--- src/design/trigPkg.sv ---
`default_nettype none

package trigPkg;

  // One signed ADC sample
  typedef logic signed [11:0] sampleT;

  // One bit wider than a sample so it can exceed the full range
  typedef logic signed [12:0] thresholdT;

  // Accepted beats since reset
  typedef logic [47:0] timeStampT;

  localparam int laneCount = 4;

  // Four 16-bit lanes, each holding a sign-extended sample
  typedef logic [63:0] beatDataT;

  typedef struct packed {
    beatDataT  data;
    timeStampT stamp;
  } beatT;

  typedef logic [63:0] frameWordT;

  // First byte of the header and footer words
  localparam logic [7:0] headerMarker = 8'hA5;
  localparam logic [7:0] footerMarker = 8'h5A;

  typedef enum logic [1:0] {
    idle,
    header,
    data,
    footer
  } frameStateT;

endpackage

`default_nettype wire

--- src/design/trigConfigRegs.sv ---
`timescale 1ns/100ps
`default_nettype none

module trigConfigRegs #(
  parameter int delayCntWidth = 5
) (
  input  wire                      sAxisAclk,
  input  wire                      rstN,
  input  wire [3:0]                paddr,
  input  wire                      psel,
  input  wire                      penable,
  input  wire                      pwrite,
  input  wire [31:0]               pwdata,
  output logic [31:0]              prdata,
  output logic                     pready,
  output logic                     pslverr,
  output trigPkg::thresholdT       threshold,
  output trigPkg::sampleT          baseline,
  output logic [delayCntWidth-1:0] preLen
);

  // Longest pre-acquisition the delay line supports
  localparam int maxPreLen = 2 ** (delayCntWidth - 1);

  logic access;
  logic addrOk;

  always_comb begin
    access = psel && penable;
    addrOk = (paddr == 4'h0) || (paddr == 4'h4) || (paddr == 4'h8);
  end

  // No wait states
  assign pready  = 1'b1;
  assign pslverr = access && !addrOk;

  // Read mux, signed fields are sign-extended
  always_comb begin
    case (paddr)
      4'h0:    prdata = 32'(threshold);
      4'h4:    prdata = 32'(baseline);
      4'h8:    prdata = 32'(preLen);
      default: prdata = '0;
    endcase
  end

  always_ff @(posedge sAxisAclk) begin
    if (!rstN) begin
      threshold <= '0;
      baseline  <= '0;
      preLen    <= delayCntWidth'(4);
    end else if (access && pwrite) begin
      case (paddr)
        4'h0: threshold <= pwdata[$bits(trigPkg::thresholdT)-1:0];
        4'h4: baseline  <= pwdata[$bits(trigPkg::sampleT)-1:0];
        4'h8: begin
          // Clip to the legal maximum
          if (pwdata > 32'(maxPreLen)) begin
            preLen <= delayCntWidth'(maxPreLen);
          end else begin
            preLen <= pwdata[delayCntWidth-1:0];
          end
        end
        default: ;
      endcase
    end
  end

  // Access phase always follows a selected setup phase
  penableNeedsPsel: assert property (
    @(posedge sAxisAclk) disable iff (!rstN) $rose(penable) |-> psel
  );

endmodule

`default_nettype wire

--- config.mk ---
export PLATFORM = sky130hd
export DESIGN_NAME = trigConfigRegs
export DESIGN_NICKNAME = d
export VERILOG_FILES = /design/src/design/trigPkg.sv /design/src/design/trigConfigRegs.sv
export SDC_FILE = /design/constraint.sdc
export NUM_CORES = 1
export LEC_CHECK = 0
export BUFFER_PORTS_ARGS = -buffer_cell sky130_fd_sc_hd__buf_4
export CAP_MARGIN = 0
export CORE_MARGIN = 2
export CORE_UTILIZATION = 25
export CTS_CLUSTER_SIZE = 30
export DETAILED_ROUTE_END_ITERATION = 10
export PLACE_DENSITY = 0.51
export SYNTH_ARGS = -nofsm -noshare
export SYNTH_HDL_FRONTEND = slang
export SYNTH_SLANG_ARGS = --single-unit
--- constraint.sdc ---
create_clock -name sAxisAclk -period 2.8 [get_ports sAxisAclk]
set_clock_uncertainty 0.05 [all_clocks]
set_input_delay 0.42 -clock sAxisAclk [delete_from_list [all_inputs] [get_ports sAxisAclk]]
set_output_delay 0.42 -clock sAxisAclk [all_outputs]
set_load 0.1 [all_outputs]
Word level (Yosys, flattened, before mapping)
Index checks and enable logic that the tools add are counted.
{"block": "word_totals", "elab_cells": 18, "out_inout_bits": 64, "input_bits": 41, "register_bits": 30}
{"block": "classes", "eq_ne": 2, "n_mux": 2, "n_reduce_logical": 10, "order_cmp": 1}
{"operator": "$pmux W32 S3", "n": 1}
{"operator": "$gt A32 B5 Y1 const B", "n": 1}
{"operator": "$reduce_and A2 Y1", "n": 3}
{"operator": "$mux W5", "n": 1}
{"operator": "$eq A4 B3 Y1 const B", "n": 1}
{"operator": "$eq A4 B4 Y1 const B", "n": 1}
{"operator": "$logic_not A4 Y1", "n": 1}
{"operator": "$logic_and A1 B1 Y1", "n": 3}
{"operator": "$logic_or A1 B1 Y1", "n": 2}
{"operator": "$logic_not A1 Y1", "n": 1}

Longest topological paths before layout
{"block": "depth", "word_depth": 5, "mapped_depth": 6, "depth_no_buf": 4}

Least setup slack after synthesis
OpenSTA, ideal clock, no wires.
{"block": "synth_path", "path_type": "input-to-output", "start": "input port paddr[3]", "end": "output port prdata[13]", "arrival_ns": 3.860, "stages": 5, "n_path_buf": 3, "t_required_ns": 2.330, "slack_ns": -1.530, "path_cell_list": "buf_2 -> or3_1 -> clkbuf_1 -> a21oi_1 -> buf_4"}
{"block": "synth_between", "elab_chain_cells": 2, "word_cells_on_any_way": 4, "cone_classes": "eq/ne (2); mux (1); reduce/logical (1)"}
{"item": "start, declared", "line": "trigConfigRegs.sv:9", "source": "input wire [3:0] paddr,"}
{"item": "$eq A4 B4 Y1, or another cell as far along", "line": "trigConfigRegs.sv:39", "source": "case (paddr)"}
{"item": "$pmux W32 S3 *", "line": "trigConfigRegs.sv:39"}
{"item": "end, declared", "line": "trigConfigRegs.sv:14", "source": "output logic [31:0] prdata,"}
Mark *: on every way between the ends. The rest lies on a longest branch, timed or not.

Worst setup path in the final report
{"block": "layout_path", "start": "input port paddr[3]", "end": "output port prdata[16]"}
The elaborated chain is that of the path after synthesis.

==> metrics <==
Core Box Area=0.006386 mm²; Pins Over Slew Limit=0; clock-pin slew on the worst setup and hold paths=60 ps; f_max=0.4548 GHz; DRT antenna net count=0; CP required=2330 ps; worst-path fanout max=20; Unique masters post-synth=26; final instance area=0.002474 mm²; Worst-Margin Slew=541.7 ps; slew margin rel.=0.6381; Tmin final=2199 ps; Congestion Overflow GR=0; Initial Util=0.2588; dpl cells=337; Clock Tree Root=clkbuf_8; Antenna Cells=0; final hold vios=0; total CTS buffers=5; final cell utilization of the core=0.3873; Setup violations, final=0; total track usage=0.1311; Mean Syn Cell Area=8.983 µm²; cell area after synthesis=0.001653 mm²; worst setup margin=601.1 ps; most frequent cells after synthesis=36 x mux2i_1, 30 x dfxtp_1, 26 x nor2b_1, 20 x buf_4, 19 x nor2_1; IO buf count=103; synthesized instance count=184; final WL=4.859 mm; worst endpoint data arrival time=1730 ps; ys flop type=dfxtp_1; DP Worst Slack=575.7 ps; Synth Net Count=225; largest net degree at the start of global routing=34; register bit total from synthesis=30; Design Power=911.6 µW; Iter 0 DRT Violations=40; crit path launch type=input pin; area grow syn2layout=49.66%; CTS Hold Bufs=0; Max IR drop VDD=0.2137 mV; Leakage=1.270 nW; Residual DRC=0; Worst-Skew Late Latency=280 ps; die area=0.007278 mm²; unrepaired setup endpoints after global routing=false; chip height=85.31 µm; via count=1554; Synth area leaders=dfxtp_1 36%, mux2i_1 22%, nor2b_1 9.8%; Die Wd=85.31 µm; number of synthesized flops with an enable pin=0; average routed wire per standard cell=14.08 µm; register area share after synthesis=0.3634; vias in the first global route=1494; postcts setup bufs=0; layout cells sized above 1=0.4739; Avg Vias per Cell=4.504; Worst Setup Path Type=input pin to output pin; initial antenna violation count=0; CP Capture Type=output pin; Synth async-reset ratio=0; DP Area=0.002382 mm²; outcome=complete, no violations; period utilization=0.7853; Hold/Removal Path Class=input pin to flip-flop; Ys Warns=0; CTS resizes=0; count leader, synth=mux2i_1; post-synth top area share=0.3634; RePlAce Congestion=0.7275; Final #Nets=308; IO Pins=105; Max Root-Sink Buffers=2; max-cap viol count=0; DRT Pass-1 Iters=4; first-pass GRT wire length=7.521 mm; clk sinks=30; DP HPWL=3.731 mm; Rows=29; fin cells=345; PD cells=368.5 mW/mm²; CTS tree=done; post-synth top area cell=dfxtp_1; CTS H-Tree Depth=2
[routing by layer]
metal / vias up / track usage / routed length, µm
met1: 706 / 0.1582 / 2050
met2: 66 / 0.2180 / 2319
met3: 8 / 0.04669 / 418
li1: 774 / - / -
met5: - / 0 / 0
met4: 0 / 0.04040 / 70
[layout by cell type, fill, tap and decap left out, drive strengths merged, types with 2 or more instances in the layout]
cell    netlist  routed
nand3         6       6
mux2i        36      36
clkbuf        5       7
o41ai         3       3
nor2         19      19
nor4          5       5
nand2         5       5
or3           2       2
nand2b        3       3
dfxtp        30      30
nor2b        26      26
a21oi         8       8
buf          25     106
[per-stage QoR]
step | hold WS [ps] | setup TNS, ps
after floorplan | 506.3 | -2432
after global placement | 431.6 | 0
after detailed placement | 447.6 | 0
after CTS | 349.9 | 0
after global routing | 365.5 | 0
final | 359.8 | 0
[kinds of logic (layout without fill, tap and decap cells)]
family,count (synthesis),count (layout),synth area share
and+or+nand+nor,72,72,0.2430
muxes,36,36,0.2180
buffers and inverters,31,115,0.1188
DFF,30,30,0.3634
AOI/OAI and AO/OA,14,14,0.05451
other,1,1,0.002269
[where the power goes]
group / leakage [nW] / internal (mW) / switching, mW
Sequential: 0.243 / 0.429 / 0.00144
Combinational: 0.979 / 0.0573 / 0.0715
Clock: 0.0482 / 0.198 / 0.155
[state kept, by name, indices dropped and copies added, names as in the netlist]
name,count
baseline,12
preLen,5
threshold,13
[area by class of cell]
class,instances,area (µm²)
clock buffers,7,86.33
clock inverters,1,5.005
fillers,675,3913
inverters,1,3.754
multi-input cells,123,883.3
flip-flops and latches,30,603.1
well taps,77,96.34
repair buffers,106,795.8
[critical path: stages]
cell and delay (ps):
buf_4 170, or3_1 380, a21oi_4 380, buf_4 370
[worst paths after layout]
kind | slack, ps | cells past startpoint | to | startpoint
setup / recovery | 600 | 4 | prdata[16] | paddr[3]
hold / removal | 360 | 3 | threshold[12] | pwdata[12]
setup reg to reg | 2030 | 2 | preLen[4] | preLen[4]
hold reg to reg | 450 | 2 | preLen[0] | preLen[0]
Note: power is estimated with default switching activity, not from simulation.
