[src/design/trigPkg.sv]
`default_nettype none

package trigPkg;

  // One signed ADC sample
  typedef logic signed [11:0] sampleT;

  // One bit wider than a sample so it can exceed the full range
  typedef logic signed [12:0] thresholdT;

  // Accepted beats since reset
  typedef logic [47:0] timeStampT;

  localparam int laneCount = 4;

  // Four 16-bit lanes, each holding a sign-extended sample
  typedef logic [63:0] beatDataT;

  typedef struct packed {
    beatDataT  data;
    timeStampT stamp;
  } beatT;

  typedef logic [63:0] frameWordT;

  // First byte of the header and footer words
  localparam logic [7:0] headerMarker = 8'hA5;
  localparam logic [7:0] footerMarker = 8'h5A;

  typedef enum logic [1:0] {
    idle,
    header,
    data,
    footer
  } frameStateT;

endpackage

`default_nettype wire

[src/design/preAcquiDelay.sv]
`timescale 1ns/100ps
`default_nettype none

module preAcquiDelay #(
  parameter int delayCntWidth = 5
) (
  input  wire                      sAxisAclk,
  input  wire                      rstN,
  input  wire                      advance,
  input  wire [delayCntWidth-1:0]  preLen,
  input  wire trigPkg::beatT       beatIn,
  input  wire                      validIn,
  output trigPkg::beatT            beatOut,
  output logic                     validOut
);

  localparam int depth    = 2 ** delayCntWidth;
  localparam int maxDelay = 2 ** (delayCntWidth - 1);

  trigPkg::beatT            shiftReg [depth];
  logic [depth-1:0]         shiftValid;
  logic                     shiftEn;
  logic [delayCntWidth-1:0] tapIdx;

  // Shift only when a real beat moves in
  assign shiftEn = advance && validIn;
  assign tapIdx  = preLen - 1'b1;

  always_ff @(posedge sAxisAclk) begin
    if (shiftEn) begin
      shiftReg[0] <= beatIn;
      for (int i = 1; i < depth; i++) begin
        shiftReg[i] <= shiftReg[i-1];
      end
    end
  end

  // Marks entries filled since reset
  always_ff @(posedge sAxisAclk) begin
    if (!rstN) begin
      shiftValid <= '0;
    end else if (shiftEn) begin
      shiftValid <= {shiftValid[depth-2:0], 1'b1};
    end
  end

  // Entry preLen-1 holds the beat that entered preLen beats ago
  always_comb begin
    if (preLen == '0) begin
      beatOut  = beatIn;
      validOut = validIn;
    end else begin
      beatOut  = shiftReg[tapIdx];
      validOut = validIn && shiftValid[tapIdx];
    end
  end

  // Config block clips preLen to half the line
  preLenInRange: assert property (
    @(posedge sAxisAclk) disable iff (!rstN) validIn |-> (preLen <= maxDelay)
  );

endmodule

`default_nettype wire

[config.mk]
export PLATFORM = sky130hd
export DESIGN_NAME = preAcquiDelay
export DESIGN_NICKNAME = d
export VERILOG_FILES = /design/src/design/trigPkg.sv /design/src/design/preAcquiDelay.sv
export SDC_FILE = /design/constraint.sdc
export NUM_CORES = 2
export LEC_CHECK = 0
export BUFFER_PORTS_ARGS = -buffer_cell sky130_fd_sc_hd__buf_2
export CAP_MARGIN = 10
export CORE_MARGIN = 4
export CORE_UTILIZATION = 40
export CTS_CLUSTER_DIAMETER = 50
export DETAILED_ROUTE_END_ITERATION = 10
export SLEW_MARGIN = 20
export SYNTH_ARGS = -nofsm -noshare
export SYNTH_HDL_FRONTEND = slang
export SYNTH_SLANG_ARGS = --single-unit
export TNS_END_PERCENT = 30
[constraint.sdc]
create_clock -name sAxisAclk -period 115.7 [get_ports sAxisAclk]
set_clock_uncertainty 0.1 [all_clocks]
set_input_delay 5.785 -clock sAxisAclk [delete_from_list [all_inputs] [get_ports sAxisAclk]]
set_output_delay 5.785 -clock sAxisAclk [all_outputs]
set_load 0.005 [all_outputs]
; Word level (Yosys, flattened, before mapping)
; Memory sizes are Yosys's and may differ from the RTL's.
; Index checks and enable logic that the tools add are counted.
[word_totals]
mem_bits_rw = 3584
out_inout_bits = 113
word_cells = 13
inputBits = 121
register_bits = 32
mem_count = 1
[classes]
muxes = 6
reduce_logical = 3
add_sub_neg = 1
n_lt_le_gt_ge = 1
[memory_table]
columns = memory, words, width, rd, rd_clocked_by_memory_dff, write_ports, line
row1 = shiftReg, 32, 112, 32, 0, 32, preAcquiDelay.sv:20  ; trigPkg::beatT shiftReg [depth];
[op_table]
columns = op, count
row1 = 112-bit 2-to-1 mux, 1
row2 = 5-bit by 6-bit < comparator with 1-bit output (second input constant), 1
row3 = 1-bit binary-select mux with 5-bit select, 1
row4 = 5-bit zero test, 1
row5 = 5-bit by 1-bit subtractor with 5-bit output (second input constant), 1
row6 = 1-bit 2-to-1 mux, 4
row7 = 1-bit logical AND, 2

; Depth between registers and ports, before layout
[logic_depth]
depth_word = 5
mapped_depth = 13

; Least setup slack after synthesis
; Ideal clock, no wire load.
[synth_path]
path_kind = input-to-reg
from = in advance
to = mem shiftReg[0][0] (netlist bit), enable pin
t_required_ns = 110.262
t_arrival_ns = 102.058
stages = 3
setup_time_ns = 5.338
setup_slack_ns = 8.204
path_cell_list = nand2_1 inv_1 buf_1
[synth_rtl]
columns = element, line
row1 = "start, declared", preAcquiDelay.sv:9  ; input wire advance,
row2 = "end, declared", preAcquiDelay.sv:20

==> flow_summary.json <==
{
  "synth_area_leaders": "edfxtp_1 77%, mux4_2 11%, mux2i_1 3.2%, nand2_1 1.4%, a22oi_1 1.2%",
  "hp-class": "reg -> reg",
  "grt_max_degree": 210,
  "power_density_nw_per_um2": 19.0,
  "r2r_slack_ns": 114.81,
  "syn_inst": 6744,
  "pin_count": 234,
  "via_count": 67500,
  "power.net_switching_uw": 685,
  "post-place-ws_ns": 95.96,
  "holdBufCountCts": 0,
  "synth_common_cells": "3584 x edfxtp_1, 680 x mux4_2, 514 x nand2_1",
  "syn_to_final_growth_pct": 14.3,
  "initialDrtViolationCount": 8257,
  "clock_latency_ns": 0.91,
  "nNetsFinal": 7234,
  "worst_slack_ns": 96.10,
  "grt.total_usage_pct": 16.1,
  "grt_pass1_vias": 69000,
  "grt_setup_unrepaired": "false",
  "chipWidth_um": 598,
  "post-synth-top-count-cell": "edfxtp_1",
  "clock_power_share_pct": 42.8,
  "p_seq_share_pct": 50.3,
  "grt_overflow": 0,
  "dp.final_hpwl_um": 158000,
  "dieArea_um2": 357000,
  "routed_wl_um": 298000,
  "synthesis.nets": 6866,
  "end_kind": "output port",
  "first_pass_iters": 8,
  "htree_levels": 5,
  "cp_data_required_time_ns": 109.82,
  "drv_cap": 0,
  "remaining_drc_errors": 0,
  "relSlewSlack_pct": 14.7,
  "drive_gt1_share_pct": 22.3,
  "core_um2": 346000,
  "p_comb_share_pct": 7.0,
  "grt_pass1_wl_um": 446000,
  "final-hold-violation-count": 0,
  "synth.top_cell.area_share_pct": 77.3,
  "synth-seq-area-share_pct": 77.8,
  "antenna_left": 0,
  "syn_area_per_cell_um2": 20.6,
  "synth-main-ff-cell": "edfxtp_1",
  "synthArstFlopShare_pct": 0,
  "reg2reg_depth": 0,
  "fp.dieH_um": 598,
  "maxSlewViolCount": 0,
  "synth_edf_count": 3584,
  "outcome": "finished clean",
  "critical_path.max_fanout": 145,
  "row_count": 216,
  "critPathLaunchType": "primary input",
  "p_int_uw": 2340,
  "crit_type": "in -> out",
  "synth_top_area_cell": "edfxtp_1",
  "cts_root_buf": "clkbuf_16",
  "min_period_ns": 19.60,
  "fin_crit_sh_pct": 16.9,
  "portBuffers": 233,
  "numCtsBuffers": 414,
  "rr_startpoint": "shiftReg[15][42]$_DFFE_PP_",
  "fin_setup_tns_ns": 0,
  "synthesis.area_um2": 139000,
  "worstSetupStartpoint": "preLen[0]",
  "cts_tree": "built",
  "clk_pin_slew_ns": 0.06,
  "cts_resized": 0,
  "endpoint": "beatOut[70]",
  "gp_congestion": 0.728,
  "vias_per_cell": 5.61,
  "setup_viol": 0,
  "post_cts_buffers": 0,
  "antenna_found_initial": 28,
  "yosys_warnings": 0,
  "cts_buffer_depth": 4,
  "worstReg2RegEnd": "shiftReg[16][42]$_DFFE_PP_",
  "p_sw_share_pct": 22.7,
  "fmax_mhz": 51.0,
  "crit_arrival_ns": 13.71,
  "p_leak_uw": 0.0527,
  "clock_sinks": 3616,
  "start_util_pct": 40.2,
  "synth-seq-cells": 3616,
  "max-vdd-ir-drop_mv": 0.0135,
  "ys_types": 41,
  "wl_per_cell_um": 24.8,
  "worstMarginPinSlew_ns": 1.28
}
worst min path at each step:
stage | end | start | depth (start not counted) | slack [ns]
floorplan | shiftReg[10][102]$_DFFE_PP_ | shiftReg[9][102]$_DFFE_PP_ | 0 | 0.32
global placement | shiftReg[7][6]$_DFFE_PP_ | shiftReg[6][6]$_DFFE_PP_ | 0 | 0.32
detailed placement | shiftReg[18][66]$_DFFE_PP_ | shiftReg[17][66]$_DFFE_PP_ | 0 | 0.33
CTS | shiftReg[23][82]$_DFFE_PP_ | shiftReg[22][82]$_DFFE_PP_ | 0 | 0.30
global route | shiftReg[23][82]$_DFFE_PP_ | shiftReg[22][82]$_DFFE_PP_ | 0 | 0.32
finish | shiftReg[21][80]$_DFFE_PP_ | shiftReg[20][80]$_DFFE_PP_ | 0 | 0.32
layout by cell type (no fill, tap or decap), drive strengths merged, types with 2 or more instances in the layout:
cell type | netlist | routed
o21a | 2 | 2
edfxtp | 3584 | 3584
nor3 | 2 | 2
a211oi | 112 | 112
dfxtp | 32 | 32
inv | 232 | 267
mux4 | 680 | 680
nor2 | 7 | 7
buf | 242 | 346
diode | 0 | 7
nand2 | 514 | 514
clkinvlp | 0 | 24
clkbuf | 152 | 494
a22oi | 224 | 224
a21oi | 4 | 4
o21ai | 5 | 5
o22ai | 113 | 113
or3 | 3 | 3
o211ai | 112 | 112
bufinv | 0 | 39
mux2i | 450 | 450
clkinv | 0 | 170
a32oi | 114 | 114
nand2b | 2 | 2
a21boi | 143 | 143
nor2b | 4 | 4
power by group through the flow:
stage,combinational [uW],clock [uW],sequential (uW)
after floorplan,139,0,1800
after global routing,227,1380,1520
final,211,1290,1520
after global placement,211,0,1540
after CTS,214,1330,1520
after detailed placement,214,0,1540
layout make-up:
cell class | instances | area [um2]
well taps | 4578 | 5730
clock buffers | 494 | 10900
inverters | 232 | 878
repair buffers | 346 | 2290
diodes | 7 | 17.5
clock inverters | 268 | 2690
multi-input cells | 2502 | 28300
flip-flops and latches | 3616 | 108000
fillers | 28900 | 187000
state kept, by name, summed over array words and instances, names as in the netlist:
signal,flops
shiftReg,3584
shiftValid,32
kinds of logic (layout without fill, tap and decap cells):
kind of cell / Yosys count / count (layout) / synth area share [%]
flops: 3616 / 3616 / 77.8
mux: 1130 / 1130 / 14.2
compound gates: 834 / 834 / 4.51
buf+inv: 626 / 1340 / 1.98
simple gates: 535 / 535 / 1.47
xor+xnor: 2 / 2 / 0.0180
fa+ha+maj: 1 / 1 / 0.00899
other cells: 0 / 7 / 0
worst max-delay path: stages:
cell      delay [ns]
buf_8           0.56
inv_1           0.33
ha_4            0.98
buf_4           0.70
buf_4           0.92
buf_4           0.88
buf_4           0.81
buf_12          0.75
mux4_2          0.37
inv_1           0.04
o22ai_1         0.12
a211oi_1        0.08
o211ai_1        0.71
buf_2           0.24
stage by stage:
step	total power, uW	cell area (um2)	hold WS, ns	cells	utilization, %
after floorplan	1940	139000	0.321	6744	-
after global placement	1750	145000	0.323	11300	42.0
after detailed placement	1760	145000	0.327	11300	42.0
after CTS	3060	159000	0.304	12000	45.9
after global routing	3130	159000	0.319	12000	45.9
final	3020	159000	0.316	12000	45.9
metal layers:
metal	vias to the layer above	track usage, %	wire, um	share of wire (%)
li1	28700	-	-	-
met1	36000	24.1	133000	45
met2	2345	24.3	136000	46
met3	466	3.08	21500	7.2
met4	2	4.58	7550	2.5
met5	-	0	8	0.0027
(Power assumes the default switching activity.)
