$ cat config.mk
export PLATFORM = sky130hd
export DESIGN_NAME = frameBuilder
export DESIGN_NICKNAME = d
export VERILOG_FILES = /design/src/design/trigPkg.sv /design/src/design/frameBuilder.sv
export SDC_FILE = /design/constraint.sdc
export NUM_CORES = 1
export LEC_CHECK = 0
export ABC_AREA = 1
export BUFFER_PORTS_ARGS = -buffer_cell sky130_fd_sc_hd__buf_2
export CORE_MARGIN = 2
export CORE_UTILIZATION = 40
export DETAILED_ROUTE_END_ITERATION = 8
export PLACE_DENSITY = 0.67
export REMOVE_ABC_BUFFERS = 1
export SYNTH_ARGS = -nofsm -noshare
export SYNTH_HDL_FRONTEND = slang
export SYNTH_SLANG_ARGS = --single-unit
$ cat constraint.sdc
create_clock -name sAxisAclk -period 3.2 [get_ports sAxisAclk]
set_input_delay 0.16 -clock sAxisAclk [delete_from_list [all_inputs] [get_ports sAxisAclk]]
set_output_delay 0.16 -clock sAxisAclk [all_outputs]
set_load 0.005 [all_outputs]
$ cat src/design/trigPkg.sv
`default_nettype none

package trigPkg;

  // One signed ADC sample
  typedef logic signed [11:0] sampleT;

  // One bit wider than a sample so it can exceed the full range
  typedef logic signed [12:0] thresholdT;

  // Accepted beats since reset
  typedef logic [47:0] timeStampT;

  localparam int laneCount = 4;

  // Four 16-bit lanes, each holding a sign-extended sample
  typedef logic [63:0] beatDataT;

  typedef struct packed {
    beatDataT  data;
    timeStampT stamp;
  } beatT;

  typedef logic [63:0] frameWordT;

  // First byte of the header and footer words
  localparam logic [7:0] headerMarker = 8'hA5;
  localparam logic [7:0] footerMarker = 8'h5A;

  typedef enum logic [1:0] {
    idle,
    header,
    data,
    footer
  } frameStateT;

endpackage

`default_nettype wire

$ cat src/design/frameBuilder.sv
`timescale 1ns/100ps
`default_nettype none

module frameBuilder #(
  parameter int channelId      = 0,
  parameter int maxFrameLength = 200
) (
  input  wire                   sAxisAclk,
  input  wire                   rstN,
  input  wire trigPkg::beatT    beatIn,
  input  wire                   validIn,
  input  wire                   triggered,
  input  wire [7:0]             preLen,
  input  wire                   mTready,
  output logic                  advance,
  output trigPkg::frameWordT    mTdata,
  output logic                  mTvalid,
  output logic                  mTlast
);

  localparam int cntWidth = $clog2(maxFrameLength + 1);

  trigPkg::frameStateT state;
  logic [cntWidth-1:0] frameCount;
  trigPkg::timeStampT  lastStamp;
  trigPkg::frameWordT  headerWord;
  trigPkg::frameWordT  footerWord;
  logic                inFrame;
  logic                gated;
  logic                outFree;
  logic                startFrame;
  logic                endFrame;
  logic                takeBeat;

  always_comb begin
    inFrame    = (state == trigPkg::header) || (state == trigPkg::data);
    gated      = validIn && triggered;
    outFree    = !mTvalid || mTready;
    startFrame = !inFrame && gated;
    // Gate dropped or frame full, the held beat waits for the next frame
    endFrame   = inFrame && validIn && (!triggered || frameCount == cntWidth'(maxFrameLength));
    // Stall one cycle while a header or footer is loaded
    advance    = outFree && !startFrame && !endFrame;
    takeBeat   = advance && inFrame && validIn;
  end

  assign headerWord = {trigPkg::headerMarker, 8'(channelId), preLen, 8'h00, beatIn.stamp[31:0]};
  assign footerWord = {trigPkg::footerMarker, 8'(frameCount), lastStamp};

  always_ff @(posedge sAxisAclk) begin
    if (!rstN) begin
      state      <= trigPkg::idle;
      mTvalid    <= 1'b0;
      mTlast     <= 1'b0;
      frameCount <= '0;
    end else if (outFree) begin
      if (startFrame) begin
        mTvalid    <= 1'b1;
        mTlast     <= 1'b0;
        frameCount <= '0;
        state      <= trigPkg::header;
      end else if (endFrame) begin
        mTvalid <= 1'b1;
        mTlast  <= 1'b1;
        state   <= trigPkg::footer;
      end else if (takeBeat) begin
        mTvalid    <= 1'b1;
        mTlast     <= 1'b0;
        frameCount <= frameCount + 1'b1;
        state      <= trigPkg::data;
      end else begin
        mTvalid <= 1'b0;
        mTlast  <= 1'b0;
        // Footer has left, nothing gated behind it
        if (state == trigPkg::footer) begin
          state <= trigPkg::idle;
        end
      end
    end
  end

  // Output word and last captured stamp
  always_ff @(posedge sAxisAclk) begin
    if (outFree && startFrame) begin
      mTdata <= headerWord;
    end else if (outFree && endFrame) begin
      mTdata <= footerWord;
    end else if (takeBeat) begin
      mTdata    <= beatIn.data;
      lastStamp <= beatIn.stamp;
    end
  end

  // Word holds until the sink takes it
  outputStable: assert property (
    @(posedge sAxisAclk) disable iff (!rstN)
    mTvalid && !mTready |=> mTvalid && $stable(mTdata) && $stable(mTlast)
  );

endmodule

`default_nettype wire

== After elaboration in Yosys (flattened, before gate mapping) ==
Cells that the tools add are included.
Word-level totals
  register bits after elaboration: 124
  input bits: 125
  output and inout port bits: 67
  word-level logic and storage cells: 55
Cells by class
  add/sub/neg operators: 1
  eq/ne operators: 5
  mux-type cells: 15
  bitwise logic cells: 2
  reductions and logical operators: 25
Operators with widths (count)
  two-way mux 64 bit: 2
  two-way mux 48 bit: 1
  two-way mux 8 bit: 3
  logical AND 1 bit: 10
  adder 8 x 1 -> 8 bit, second input constant: 1
  == test 8 bit, second input constant: 1
  two-way mux 2 bit: 4
  AND reduction 3 bit: 2
  zero test 1 bit: 5
  two-way mux 1 bit: 5
  == test 2 bit, second input constant: 2
  nonzero test 2 bit: 2
  nonzero test 4 bit: 1
  logical OR 1 bit: 3
  nonzero test 3 bit: 1
  == test 2 x 1 -> 1 bit, second input constant: 1
  != test 2 bit, second input constant: 1
  inverter 1 bit: 2
  AND reduction 2 bit: 1

== Longest topological paths before layout ==
  depth after elaboration: 12
  mapped depth: 13
  gate-level depth less buffers: 12

== Worst setup path after synthesis ==
OpenSTA, ideal clock, no wires.
  kind: reg2reg
  start: register state[0]
  end: register lastStamp[0], enable pin
  setup time: 0.405 ns
  data arrival time: 1.997 ns
  required time: 2.795 ns
  path slack: 0.798 ns
  cell stages (with the launch flop): 6
  path buffers: 0
  period minus slack after synthesis: 2.402 ns
  cell sequence: dfxtp_1 -> ha_1 -> nand2_1 -> inv_1 -> nand4_2 -> inv_1
Between the ends
  longest elaborated chain between the ends: 10
  elaborated cells on any way between the ends: 18
  classes of those cells: 2 x eq/ne; 2 x bitwise; 14 x reduce/logical
RTL lines
  start: declaration: line frameBuilder.sv:23  | trigPkg::frameStateT state;
  start signal: assignment: line frameBuilder.sv:52  | state <= trigPkg::idle;
  start signal: assignment: line frameBuilder.sv:61  | state <= trigPkg::header;
  start signal: assignment: line frameBuilder.sv:65  | state <= trigPkg::footer;
  == test 2 x 1 -> 1 bit or == test 2 bit (tied branches): line frameBuilder.sv:36  | inFrame = (state == trigPkg::header) || (state == trigPkg::data);
  logical OR 1 bit (*): line frameBuilder.sv:36
  zero test 1 bit: line frameBuilder.sv:39  | startFrame = !inFrame && gated;
  logical AND 1 bit: line frameBuilder.sv:39
  zero test 1 bit: line frameBuilder.sv:43  | advance = outFree && !startFrame && !endFrame;
  logical AND 1 bit (2 in a row): line frameBuilder.sv:43
  logical AND 1 bit (2 in a row): line frameBuilder.sv:44  | takeBeat = advance && inFrame && validIn;
  AND reduction 3 bit (no line) (*)
  end signal: assignment: line frameBuilder.sv:90  | lastStamp <= beatIn.stamp;
  end: declaration: line frameBuilder.sv:25  | trigPkg::timeStampT lastStamp;
Mark *: on every way between the ends. The rest lies on a longest branch, timed or not.
A chain may end at the register's enable or synchronous reset.

== Worst setup path in the final report ==
  start: register frameCount[0]
  end: register lastStamp[8], enable pin
Between the ends
  longest elaborated chain between the ends: 8
  elaborated cells on any way between the ends: 10
  classes of those cells: 1 x eq/ne; 1 x bitwise; 8 x reduce/logical
RTL lines
  start: declaration: line frameBuilder.sv:24  | logic [cntWidth-1:0] frameCount;
  start signal: assignment: line frameBuilder.sv:69  | frameCount <= frameCount + 1'b1;
  == test 8 bit (*): line frameBuilder.sv:41  | endFrame = inFrame && validIn && (!triggered || frameCount == cntWidth'(maxFrameLength));
  logical OR 1 bit (*): line frameBuilder.sv:41
  logical AND 1 bit (*): line frameBuilder.sv:41
  zero test 1 bit: line frameBuilder.sv:43
  logical AND 1 bit: line frameBuilder.sv:43
  logical AND 1 bit (2 in a row): line frameBuilder.sv:44
  AND reduction 3 bit (no line) (*)
Marked as above.

==> run metrics <==
cell-internal power=between 3 and 4 mW; layout net count=about 870; worst slew pin tran=0.525 ns; Seq cells post-synth=roughly 120; Detail Route Antenna Nets=0; vias in the first global route=~4,500; Max-Cap Viols=0; Post-synth top flop=edfxtp_1; Worst setup EP type=register; Tcrit/Tclk final=76.0%; PortBufs=between 150 and 200; Area after DPL=between 0.006 and 0.007 mm2; DR WL/cell=approximately 15 um; Setup violations, final=0; GPL Wtd Cong=around 0.85; register area=between 0.003 and 0.004 mm2; # DRC=0; Final Skew=about 0.0084 ns; LEAKAGE=between 3 and 4 nW; number of vias per cell=approximately 4.8; share of layout cells above drive strength 1=a little over a third; Die Y=~120 um; setup TNS=0 ns; fin crit period=approximately 2.4 ns; initial antenna violation count=0; drt pass-1 iters=4; vias after detailed routing=approximately 4,500; sequential share of power=roughly two fifths; post-CTS setup buffers=0; Clock Path Buffers=2; Core ar.=0.0126 mm2; unrepaired setup endpoints after global routing=no; cells after synthesis=between 400 and 500; design area=approximately 0.0075 mm2; drt total wl=roughly 14,000 um; I/O Pins=between 150 and 200; CP required=around 3.3 ns; Seq/Total Area, Yosys=around 65%; cts bufs inserted=17; Slew Viols, Final=0; Core Rows=41; GRT Total Usage=between 20% and 30%; initial core utilization=between 40% and 50%; final hold vios=0; CP Launch Type=register; WP data arrival=about 2.5 ns; Setup CP Type=reg2reg; Tot Pwr=slightly above 5 mW; Post-synth EDFFs=88; H-tree depth=4; CTS tree=done; area delta synth->final=44.3%; P_sw=1.28 mW; largest net degree at the start of global routing=55; Filler cells=between 1,000 and 1,500; asr flop ratio synth=0%; later-pin clock latency in the skew report=between 0.4 and 0.5 ns; Clk network pwr share=~39%; total congestion overflow=0; fin util=between 50% and 60%; normalized max-slew margin=roughly 65%; Peak Freq=0.411 GHz; Hold WC Path Type=in2reg; R2R Setup Slk=0.77 ns; Switching Fraction=approximately a quarter; CTS root buf=clkbuf_16; outcome=finished clean; diode count=0; Comb pwr share=between 10% and 20%; Die Width=~120 um; Reg clk slew, reported paths=roughly 0.05 ns; footprint of the multi-input gates=around 0.0015 mm2; initial DRC count=roughly 370; clk sinks=approximately 120; critical path fanouts, max=32; VDD IR-drop max=around 0.38 mV; synth warn=0; Mapped Area=a little over 0.005 mm2; HPWL after DPL=between 9000 and 10,000 um; power per cell area=690 mW/mm2; full die area=0.0139 mm2; synthesized area per cell=10.5 um2; Yosys cell types=29; first-pass GRT wire length=22,200 um
-- power by group through the flow --
stage          Sequential, mW  Combinational [mW]  Clock [mW]
2_1_floorplan            2.19               0.455           0
3_3_place_gp             2.15               0.915           0
3_5_place_dp             2.16               0.939           0
4_1_cts                  2.14               0.999        2.07
5_1_grt                  2.17                1.10        2.14
6_report                 2.14               0.991        2.04
-- sequential cells by signal, summed over array words and instances, names as in the netlist --
register    cells
mTdata         64
lastStamp      48
frameCount      8
state           2
mTlast          1
mTvalid         1
-- worst paths after layout --
path	from	endpoint	depth (start not counted)
worst min register to register	state[0]$_SDFFE_PN0P_	state[0]$_SDFFE_PN0P_	2
worst max register to register	frameCount[0]$_SDFFE_PN0P_	lastStamp[8]$_DFFE_PP_	8
worst min-delay path	beatIn[108]	mTdata[60]$_SDFFE_PP0P_	2
worst max-delay path	frameCount[0]$_SDFFE_PN0P_	lastStamp[8]$_DFFE_PP_	8
-- cells in the mapped netlist (2+ instances only) --
master | instances | area share (%)
nand2_2 | 6 | 0.72
nand3_1 | 23 | 2.2
edfxtp_1 | 88 | 51
inv_1 | 26 | 1.9
o221a_2 | 4 | 0.87
inv_2 | 5 | 0.36
a22oi_1 | 4 | 0.58
dfxtp_1 | 36 | 14
a211oi_2 | 8 | 1.9
nor3_1 | 5 | 0.48
or2_2 | 7 | 0.84
buf_2 | 8 | 0.77
a31oi_1 | 38 | 4.6
o21ai_0 | 10 | 0.97
nor2_2 | 2 | 0.24
buf_4 | 2 | 0.29
a21oi_1 | 7 | 0.68
clkbuf_1 | 9 | 0.65
a31oi_2 | 2 | 0.48
buf_6 | 5 | 1.1
ha_1 | 3 | 0.72
nor2_1 | 65 | 4.7
nand2_1 | 123 | 8.9
-- layout make-up --
| type | instances | share of cell area (%) |
|---|---|---|
| tap | 172 | 2.88 |
| multi-input combinational | 311 | 20.7 |
| inverter | 31 | 1.56 |
| sequential | 124 | 45.0 |
| clock buffer | 18 | 5.74 |
| clock inverter | 14 | 2.68 |
| timing repair buffer | 256 | 21.5 |
-- cell usage in the layout (no fill, tap or decap), types with 6 or more instances in the layout --
cell           count
inv_1             25
edfxtp_1          88
clkbuf_16         17
a21oi_1            7
dfxtp_1           36
nand2_2            6
nor2_1            65
buf_4              7
or2_2              7
inv_2              6
buf_2            191
a211oi_2           8
nand2_1          122
dlygate4sd3_1     56
a31oi_1           38
o21ai_0           10
nand3_1           23
-- per-layer routing --
layer  track usage, %  vias up  share of wire (%)
li1                 -     2200                  -
met1             24.9     2062                 43
met2             33.0      198                 47
met3             5.96       20                7.4
met4             8.66        0                2.0
met5                0        -                  0
-- metrics by stage --
step           setup slack [ns]  instances  hold WS, ns
5_1_grt                   0.553        926       0.0168
6_report                  0.768        926       0.0289
4_1_cts                   0.739        926     0.000358
2_1_floorplan           -0.0573        466        0.259
3_3_place_gp              0.889        838        0.340
3_5_place_dp              0.784        838        0.338
-- cell families after synthesis --
family	synth area share [%]
simple gates	18.9
flops	64.9
compound gates	10.1
buf+inv	5.41
fa+ha+maj	0.724
-- critical path: stages, from the launching register on --
cell and delay, ns:
dfxtp_1 0.39, inv_1 0.11, ha_1 0.21, inv_1 0.06
nor2_1 0.05, nand2_2 0.09, nand4_2 0.37, inv_2 0.55
buf_12 0.26
-- what timing repair did --
item	4_1_cts	5_1_grt
resized for setup	0	0
endpoints found under the setup margin	0	0
hold buffers	56	0
hold endpoints to repair	56	0
No activity file was read; power rests on OpenSTA's default activity.
