### src/design/trigPkg.sv
`default_nettype none

package trigPkg;

  // One signed ADC sample
  typedef logic signed [11:0] sampleT;

  // One bit wider than a sample so it can exceed the full range
  typedef logic signed [12:0] thresholdT;

  // Accepted beats since reset
  typedef logic [47:0] timeStampT;

  localparam int laneCount = 4;

  // Four 16-bit lanes, each holding a sign-extended sample
  typedef logic [63:0] beatDataT;

  typedef struct packed {
    beatDataT  data;
    timeStampT stamp;
  } beatT;

  typedef logic [63:0] frameWordT;

  // First byte of the header and footer words
  localparam logic [7:0] headerMarker = 8'hA5;
  localparam logic [7:0] footerMarker = 8'h5A;

  typedef enum logic [1:0] {
    idle,
    header,
    data,
    footer
  } frameStateT;

endpackage

`default_nettype wire

### src/design/hitDetector.sv
`timescale 1ns/100ps
`default_nettype none

module hitDetector #(
  parameter int postAcquiLen  = 38,
  parameter int delayCntWidth = 5
) (
  input  wire                      sAxisAclk,
  input  wire                      rstN,
  input  wire trigPkg::beatDataT   sAxisTdata,
  input  wire                      sAxisTvalid,
  input  wire                      advance,
  input  wire trigPkg::thresholdT  threshold,
  input  wire trigPkg::sampleT     baseline,
  output trigPkg::beatT            beatOut,
  output logic                     beatValid,
  output logic                     triggered
);

  localparam int laneWidth = $bits(trigPkg::beatDataT) / trigPkg::laneCount;
  localparam int postWidth = $clog2(postAcquiLen + 1);
  // Window count at least as wide as a delay count
  localparam int winWidth  = (postWidth > delayCntWidth) ? postWidth : delayCntWidth;

  logic                  accept;
  logic                  hitNow;
  logic                  hitReg;
  logic [winWidth-1:0]   winCnt;
  trigPkg::timeStampT    stampCnt;
  trigPkg::sampleT       sample;
  logic signed [13:0]    diff;

  assign accept = advance && sAxisTvalid;

  // Hit when any lane rises above baseline by more than threshold
  always_comb begin
    hitNow = 1'b0;
    sample = '0;
    diff   = '0;
    for (int i = 0; i < trigPkg::laneCount; i++) begin
      sample = sAxisTdata[i*laneWidth +: $bits(trigPkg::sampleT)];
      diff   = sample - baseline;
      if (diff > threshold) begin
        hitNow = 1'b1;
      end
    end
  end

  always_ff @(posedge sAxisAclk) begin
    if (!rstN) begin
      beatValid <= 1'b0;
      hitReg    <= 1'b0;
      winCnt    <= '0;
      stampCnt  <= '0;
    end else if (advance) begin
      beatValid <= sAxisTvalid;
      if (sAxisTvalid) begin
        hitReg   <= hitNow;
        stampCnt <= stampCnt + 1'b1;
        // Window opens after the registered hit beat
        if (hitReg) begin
          winCnt <= winWidth'(postAcquiLen);
        end else if (winCnt != '0) begin
          winCnt <= winCnt - 1'b1;
        end
      end
    end
  end

  always_ff @(posedge sAxisAclk) begin
    if (accept) begin
      beatOut.data  <= sAxisTdata;
      beatOut.stamp <= stampCnt;
    end
  end

  // Flag belongs to the beat held in beatOut
  assign triggered = hitReg || (winCnt != '0);

endmodule

`default_nettype wire

### config.mk
export PLATFORM = sky130hd
export DESIGN_NAME = hitDetector
export DESIGN_NICKNAME = d
export VERILOG_FILES = /design/src/design/trigPkg.sv /design/src/design/hitDetector.sv
export SDC_FILE = /design/constraint.sdc
export NUM_CORES = 1
export LEC_CHECK = 0
export BUFFER_PORTS_ARGS = -buffer_cell sky130_fd_sc_hd__buf_2
export CAP_MARGIN = 5
export CORE_ASPECT_RATIO = 0.75
export CORE_MARGIN = 2
export CORE_UTILIZATION = 49
export DETAILED_ROUTE_END_ITERATION = 8
export PLACE_DENSITY_LB_ADDON = 0.1
export REMOVE_ABC_BUFFERS = 1
export SLEW_MARGIN = 20
export SYNTH_ARGS = -nofsm -noshare
export SYNTH_HDL_FRONTEND = slang
export SYNTH_SLANG_ARGS = --single-unit
### constraint.sdc
create_clock -name sAxisAclk -period 4.8 [get_ports sAxisAclk]
set_clock_uncertainty 0.15 [all_clocks]
set_input_delay 0.72 -clock sAxisAclk [delete_from_list [all_inputs] [get_ports sAxisAclk]]
set_output_delay 0.72 -clock sAxisAclk [all_outputs]
set_load 0.02 [all_outputs]
# Word-level counts from Yosys, hierarchy flattened
# Index checks and enable logic that the tools add are counted.
[totals]
input_bits = 93
reg_bits = 168
output_inout_bits = 114
[op_classes]
n_reduce_logical = 6
muxes = 6
add_sub_neg = 6
n_lt_le_gt_ge = 4
[ops]
columns = ["operator", "n"]
rows = [
  ["> comparator 13 bit", 4],
  ["subtractor 12 x 12 -> 13 bit", 4],
  ["adder 48 x 1 -> 48 bit (second input constant)", 1],
  ["two-way mux 6 bit", 2],
  ["nonzero test 6 bit", 1],
  ["subtractor 6 x 1 -> 6 bit (second input constant)", 1],
  ["two-way mux 1 bit", 4],
  ["AND reduction 3 bit", 1],
  ["AND reduction 2 bit", 1],
  ["nonzero test 2 bit", 1],
  ["logical AND 1 bit", 1],
  ["logical OR 1 bit", 1],
]

# Longest topological paths before layout
# Gate-level depths: netlist (run 1).
[logic_depth]
word_depth = 6
depth_mapped = 16
ltp_nobuf = 16

# Worst setup path after synthesis (run 1)
# Ideal clock, no wire load.
[synth_path]
kind = "input to register"
from = "in advance"
to = "reg stampCnt[3]"
arrival_ns = 4.057
path_slack_ns = 0.465
path_buffers = 0
setup_ns = 0.128
stages = 5
path_cell_list = "nand2_1 -> clkinv_1 -> nand4_1 -> xor2_1 -> nor2_1"
[synth_between]
elab_chain_cells = 1
[synth_lines]
columns = ["element", "line_no", "text"]
rows = [
  ["start, declared", "hitDetector.sv:12", "input wire advance,"],
  ["AND reduction 2 bit (no source line)", "-", ""],
  ["end signal, assigned", "hitDetector.sv:59", "stampCnt <= stampCnt + 1'b1;"],
  ["end, declared", "hitDetector.sv:29", "trigPkg::timeStampT stampCnt;"],
]
# No other way between the ends.
# A chain may end at the register's enable or synchronous reset.

# Worst setup path in the final report (run 1)
[layout_path]
from = "in baseline[1]"
to = "reg hitReg"
[layout_between]
elab_chain_cells = 6
elab_cells_between_ends = 12
[layout_lines]
columns = ["element", "line_no", "text"]
rows = [
  ["start, declared", "hitDetector.sv:14", "input wire trigPkg::sampleT baseline,"],
  ["subtractor 12 x 12 -> 13 bit", "hitDetector.sv:42", "diff = sample - baseline;"],
  ["> comparator 13 bit", "hitDetector.sv:43", "if (diff > threshold) begin"],
  ["two-way mux 1 bit (3 in a row)", "hitDetector.sv:43", ""],
  ["two-way mux 1 bit *", "hitDetector.sv:43", ""],
  ["end signal, assigned", "hitDetector.sv:58", "hitReg <= hitNow;"],
  ["end, declared", "hitDetector.sv:27", "logic hitReg;"],
]
# Mark *: on every way between the ends. The rest lies on a longest branch, timed or not.

==> summary.md, run 1 <==
| Metric | Value |
|---|---|
| Element type at the critical path start | `input pin` |
| Rows | `between 40 and 50` |
| Area Growth Syn to Fin | `20.3%` |
| Met1 Use GR | `between 30% and 40%` |
| Worst Reg2Reg Path Length in Cells | `6` |
| Post-synth cell types | `between 50 and 60` |
| DR DRC count | `0` |
| Ys flop type | `edfxtp_1` |
| Avg Vias per Cell | `~5.3` |
| PD cells | `roughly 340 nW/um^2` |
| Antenna Nets Post-Route | `0` |
| First DRT Iteration DRCs | `~530` |
| CTS tree | `built` |
| Final Critical Period | `a little over 4 ns` |
| Kind of critical path | `input pin to flop` |
| Hold Crit Class | `input pin to flop` |
| N_diodes | `0` |
| Number of antenna violations at the first check in global routing | `0` |
| Initial core utilization | `roughly 50%` |
| Reg2reg end | `stampCnt[42]` |
| Placed insts | `1342` |
| Hold Startpoint | `sAxisTdata[28]` |
| Chip width | `about 160 um` |
| EDFF count, synth | `about 110` |
| Syn avg cell area | `about 10 sq um` |
| Worst slew pin tran | `approximately 0.82 ns` |
| Slew HR | `between 40% and 50%` |
| Vias | `approximately 7300` |
| Worst path top cell family by delay | `compound AO/OA/AOI/OAI gates` |
| Total GRT Usage | `21.4%` |
| Met3 GRT Util | `roughly 4.6%` |
| RSZ-0062 raised after global routing | `no` |
| Worst Hold Depth | `1` |
| Post-synth ARST share | `0%` |
| Final Hold Vio Count | `0` |
| Syn Inst Count | `903` |
| Post CTS Setup Buffer Count | `0` |
| Run status | `finished, final reports clean` |
| WL/cell | `about 16 um` |
| Drt total wl | `about 22000 um` |
| Max Fanout on Critical Path | `5` |
| Met2 usage in global routing | `a little under a third` |
| Max-cap viol count | `0` |
| Fill cells | `~1600` |
| Worst EP required | `4.94 ns` |
| Share of layout cells above drive strength 1 | `23.2%` |
| Vias in the first global route | `about 6300` |
| Leak pwr | `4.84 nW` |
| Ports | `207` |
| CP peak stage delay | `0.63 ns` |
| Non-Filler Instances | `approximately 1400` |
| Final Setup Violations | `0` |
| Most frequent cells in the layout | `buf_2 (206), edfxtp_1 (112), ha_1 (102)` |
| Cts bufs inserted | `17` |
| Clk buf depth | `2` |
| Mapped Area | `9420 sq um` |
| Largest net degree at the start of global routing | `62` |
| Clk_lat worst skew | `roughly 0.44 ns` |
| Commonest non-fill, non-tap cell in the layout | `buf_2` |
| Fmax | `0.247 GHz` |
| Worst-path clk slew | `0.08 ns` |
| GR Overflow Total | `0` |
| CTS H-tree lvls | `4` |
| Slowest CP cell | `o31ai_1` |
| R2R Path Start | `stampCnt[6]` |
| CP Cell Sequence | `buf_2 -> inv_1 -> ha_1 -> nor2b_1 -> o21ai_0 -> a21oi_1 -> o31ai_1 -> o311ai_0 -> ha_1 -> nand4_1 -> a311oi_1 -> or2_2 -> o311ai_0 -> a41oi_1` |
| Core ar. | `roughly 19000 sq um` |
| Die area | `20400 sq um` |
| Final HPWL DP | `~17000 um` |
| Final-stage net count | `around 1300` |
| Tcrit/Tclk final | `approximately 84%` |
| WP data arrival | `4.19 ns` |
| #FFs+latches synth | `roughly 170` |
| Port bufs | `between 200 and 250` |
| Root buffer cell | `clkbuf_16` |
| # resized after CTS | `0` |
| CTS Sinks | `168` |
| # hold bufs at CTS | `0` |
| GP Congestion | `~0.85` |
| Peak VDD IR | `approximately 0.21 mV` |
| Die Y | `124 um` |
| Register area share after synthesis | `between 40% and 50%` |
| Nature of the critical path endpoint | `flop` |
| R2R Setup Slk | `around 2.3 ns` |
| Final Max Slew Viols | `0` |
| Crit path buffers/inverters | `2` |
| Setup_tns | `0 ns` |
| Worst Hold Endpoint | `beatOut[76]` |
| Syn. warnings | `0` |
| Most used routing layer | `met1` |
| First-pass GRT wire length | `~33000 um` |
| DRT Pass-1 Iters | `5` |
[Yosys cell counts, drive strengths merged, types with 5 or more instances]
cell	instances	area (sq um)
edfxtp	112	3360
ha	102	1280
nor2	96	360
inv	66	248
nand2	60	225
dfxtp	56	1120
a21oi	51	255
xnor2	45	394
nand3	36	185
o21ai	32	160
nand4	24	156
nor3	23	120
xor2	22	193
nand2b	15	93.8
clkbuf	13	48.8
nor4	12	128
nor2b	11	68.8
o21a	11	82.6
or3	10	65.1
a21o	7	52.6
o211ai	7	52.6
o31a	7	61.3
a31oi	6	37.5
o21bai	6	45.0
or2	6	40.0
and3	5	31.3
nand4b	5	43.8
o311ai	5	43.8
[how the worst max path moves through the flow]
stage	end	slack, ns	cells past startpoint	startpoint
6_report	hitReg	0.74	14	baseline[1]
4_1_cts	hitReg	0.79	15	baseline[2]
3_3_place_gp	hitReg	0.39	14	baseline[1]
5_1_grt	hitReg	0.51	16	baseline[1]
3_5_place_dp	hitReg	0.35	16	baseline[1]
2_1_floorplan	stampCnt[3]	0.44	5	advance
[where the power goes]
group	switching, mW	total (mW)	internal, mW	leakage (nW)
Sequential	0.0202	1.62	1.60	1.57
Combinational	0.471	0.790	0.319	2.97
Clock	0.681	1.40	0.714	0.295
[registers in the layout, indices dropped and copies added (netlist names)]
register,flops
winCnt,6
stampCnt,48
beatOut,112
hitReg,1
beatValid,1
[routing by layer]
metal  share of wire [%]  vias to the layer above
met3                 7.5                       15
met4                0.79                        0
met1                  52                     3325
li1                    -                     3714
met2                  40                      250
met5                   0                        -
[worst register-to-register path, cell delays in order (launching register included)]
cell and delay, ns:
dfxtp_1 0.47, nand4_2 0.20, nor3_2 0.44, nand3_1 0.51
nor4_2 0.40, xnor2_1 0.16, nor2_1 0.05
[final cells by class]
cell class	instances	area, sq um	area share, %
clock inverter	15	188	1.66
inverter	67	254	2.24
multi-input combinational	651	4610	40.7
timing repair buffer	209	1070	9.40
tap	247	309	2.73
clock buffer	17	425	3.75
sequential	168	4480	39.5
[stage by stage]
stage | hold slack, ns | total power [mW] | setup WS (ns) | cell area [sq um] | util [%]
6_report | 0.304 | 3.80 | 0.745 | 11300 | 60.7
5_1_grt | 0.288 | 3.98 | 0.512 | 11300 | 60.7
4_1_cts | 0.286 | 3.83 | 0.785 | 11300 | 60.7
3_5_place_dp | 0.300 | 2.42 | 0.346 | 10700 | 57.4
3_3_place_gp | 0.290 | 2.42 | 0.392 | 10700 | 57.4
2_1_floorplan | 0.271 | 2.20 | 0.436 | 9350 | -
[logic make-up after synthesis]
kind of cell             share of synthesized area (%)
XOR/XNOR                                          6.23
flip-flops                                        47.6
adder cells (fa/ha/maj)                           14.4
AND/OR/NAND/NOR                                   17.3
AO/OA/AOI/OAI                                     10.5
buffers and inverters                             3.47
multiplexers                                     0.544
Power figures use the tool's default switching activity.
==> run 2: changes to the inputs <==
- ABC_AREA: not set -> 1
- clock period: 4.8 -> 3.9 ns (I/O delays scaled with it)
==> run 2 against run 1 <==
Utilization fell by 0.94 points. Via count increased by 16%. Non-clock buffer count grew 10. Sequential share of layout area decreased by 2.3 points. Combinational power up 28%. Wire length rose by 20%. Count of clock-buffer cells in the layout unchanged. Critical path type unchanged.
==> summary.md, run 2 <==
| Metric | Value |
|---|---|
| Clk buf depth | `2 (unchanged)` |
| Final Setup Violations | `0 (unchanged)` |
| DR DRC count | `0 (unchanged)` |
| Yosys top cell area share | `33.5% (-2.2 points)` |
| Cts bufs inserted | `17 (unchanged)` |
| Commonest non-fill, non-tap cell in the layout | `nand2_1` |
| Register area share after synthesis | `44.7% (-2.9 points)` |
| Largest net degree at the start of global routing | `52 (-16%)` |
| Number of antenna violations at the first check in global routing | `0 (unchanged)` |
| Post CTS Setup Buffer Count | `0 (unchanged)` |
| WL/cell | `16.1 um (+0.17%)` |
| Mapped Area | `10000 sq um (+6.6%)` |
| CTS H-tree lvls | `4 (unchanged)` |
| Ports | `207 (unchanged)` |
| Final Hold Vio Count | `0 (unchanged)` |
| CTS Sinks | `168 (unchanged)` |
| Top flop regs | `beatOut: 112 flops, stampCnt: 48 flops, winCnt: 6 flops` |
| Post-synth cell types | `47 (-20%)` |
| Final-stage net count | `1575 (+20%)` |
| Tot Pwr | `4.68 mW (+23%)` |
| Most common cell in the netlist | `nand2_1` |
| Slew HR | `51.9% (+8.3 points)` |
| DRT Pass-1 Iters | `5 (unchanged)` |
| Ys flop type | `edfxtp_1` |
| Total GRT Usage | `24.9% (+3.5 points)` |
| #FFs+latches synth | `168 (unchanged)` |
| GR Overflow Total | `0 (unchanged)` |
| Syn. warnings | `0 (unchanged)` |
| Final Critical Period | `approximately 3.5 ns` |
| Fmax | `0.285 GHz` |
| Rows | `45 (+4.7%)` |
| Max-cap viol count | `0 (unchanged)` |
| GP Congestion | `0.948 (+11%)` |
| Drt total wl | `26500 um (+20%)` |
| Nature of the critical path endpoint | `flop` |
| CTS tree | `built` |
| Max Fanout on Critical Path | `4 (-1)` |
| Leading post-synthesis cells by cell area | `edfxtp_1 (33%), ha_1 (13%), dfxtp_1 (11%), nand2_1 (9.0%), inv_1 (5.7%)` |
| Run status | `finished, final reports clean` |
| Peak VDD IR | `0.298 mV (+41%)` |
| Clk_lat worst skew | `0.43 ns (about the same)` |
| Vias in the first global route | `7433 (+18%)` |
| Chip width | `169 um (+3.2%)` |
| Worst slew pin tran | `0.721 ns (-0.104 ns)` |
| Kind of critical path | `input pin to flop` |
| Leak pwr | `5.40 nW (+12%)` |
| Die area | `21700 sq um (+6.4%)` |
| Worst-path clk slew | `0.07 ns (about the same)` |
| Biggest area consumer among synthesized cells | `edfxtp_1` |
| # hold bufs at CTS | `0 (unchanged)` |
| Port bufs | `206 (unchanged)` |
| Syn Inst Count | `1147 (+27%)` |
| Final WS setup | `0.396 ns (-0.349 ns)` |
| Final core utilization | `59.8% (-0.94 points)` |
| Worst EP required | `4.08 ns (-0.86 ns)` |
| Avg Vias per Cell | `5.13 (-3.5%)` |
| Largest Register | `beatOut` |
| Pre-CTS WS | `0.0172 ns (-0.328 ns)` |
| Most frequent cells in the layout | `nand2_1 (242), buf_2 (206), inv_1 (152)` |
| Antenna Nets Post-Route | `0 (unchanged)` |
| Syn avg cell area | `8.75 sq um (-16%)` |
| Die Y | `128 um (+3.1%)` |
| # resized after CTS | `0 (unchanged)` |
| Hold Crit Class | `input pin to flop` |
| RSZ-0062 raised after global routing | `no` |
| N_diodes | `0 (unchanged)` |
| Core ar. | `20200 sq um (+8.0%)` |
| First-pass GRT wire length | `41300 um (+24%)` |
| Vias | `8451 (+16%)` |
| Area Growth Syn to Fin | `20.0%` |
| PD cells | `388 nW/um^2 (+16%)` |
| Post-synth ARST share | `0% (unchanged)` |
| Hold Slack | `0.176 ns (-0.128 ns)` |
| First DRT Iteration DRCs | `855 (+61%)` |
| Synth top cells by count | `nand2_1 (242), inv_1 (152), edfxtp_1 (112)` |
| Share of layout cells above drive strength 1 | `20.7% (-2.5 points)` |
| Element type at the critical path start | `input pin` |
| Max reg flops | `112 (unchanged)` |
| WP data arrival | `3.69 ns (-0.50 ns)` |
| Final HPWL DP | `21100 um (+25%)` |
| Root buffer cell | `clkbuf_16` |
| Initial core utilization | `49.8% (-0.66 points)` |
| EDFF count, synth | `112 (unchanged)` |
| Tcrit/Tclk final | `89.8%` |
| Final Max Slew Viols | `0 (unchanged)` |
==> run 2: changes by cell type after synthesis, sizes merged, moves of 15 or more <==
| cell | previous run | this run |
|---|---|---|
| xor2 | 22 | 41 |
| inv | 66 | 163 |
| nand3 | 36 | 51 |
| nand2 | 60 | 246 |
| nor3 | 23 | 42 |
| a21oi | 51 | 90 |
| xnor2 | 45 | 25 |
==> run 2: metrics by stage <==
step	cell area, sq um	instances	TNS [ns]
detailed placement	11500	1615	0
finish	12100	1647	0
global placement	11500	1615	0
CTS	12100	1647	0
global route	12100	1647	0
floorplan	10000	1138	-90.10
==> run 2: worst paths after layout <==
path              depth (start not counted)           end            from  slack [ns]
setup / recovery                         23        hitReg     baseline[0]        0.40
hold / removal                            1   beatOut[63]  sAxisTdata[15]        0.18
setup reg to reg                         10  stampCnt[24]     stampCnt[0]        1.52
hold reg to reg                           0   beatOut[28]    stampCnt[28]        0.32
==> run 2: kinds of logic after synthesis <==
family                     after synthesis  synth area share [%]
and+or+nand+nor                        480                  21.4
xor gates and xnor gates                66                  5.76
DFF                                    168                  44.7
AOI/OAI and AO/OA                      153                  8.10
adders and majority gates              106                  13.5
muxes                                    1                0.0997
buffers and inverters                  173                  6.48
==> run 2: per-layer routing <==
metal | global-route usage (%) | vias up | share of wire, %
li1 | - | 4312 | -
met3 | 5.34 | 9 | 9.5
met2 | 30.4 | 379 | 35
met5 | 0 | - | 0
met1 | 43.1 | 3751 | 55
met4 | 4.68 | 0 | 0.48
==> run 2: critical path, cell delays in order <==
cell and delay, ns:
buf_2 0.13, ha_1 0.23, fa_1 0.41, o21ai_0 0.32, nand2_1 0.11, o211ai_1 0.24, nand2_1 0.09, nand2_1 0.09
mux2i_1 0.24, ha_1 0.21, nand2_1 0.08, nor2_1 0.16, inv_1 0.06, nor2_1 0.14, nand2_1 0.10, nand2_1 0.07
nand2_1 0.04, nand3_1 0.05, nand2_1 0.05, nor2_1 0.10, nand3_1 0.07, nand2_1 0.06, inv_1 0.04
==> run 2: layout make-up <==
cell class                 instances  area [sq um]
sequential                       168          4480
inverter                         164           618
clock buffer                      17           425
timing repair buffer             219          1140
tap                              258           323
multi-input combinational        806          4910
clock inverter                    15           154
fill                            1851          8110
==> run 2: where the power goes <==
group	total, mW	switching (mW)	internal (mW)	leakage (nW)
clock	1.67	0.820	0.853	0.275
sequential	1.99	0.0235	1.97	1.55
combinational	1.01	0.633	0.381	3.58
total	4.68	1.48	3.20	5.40
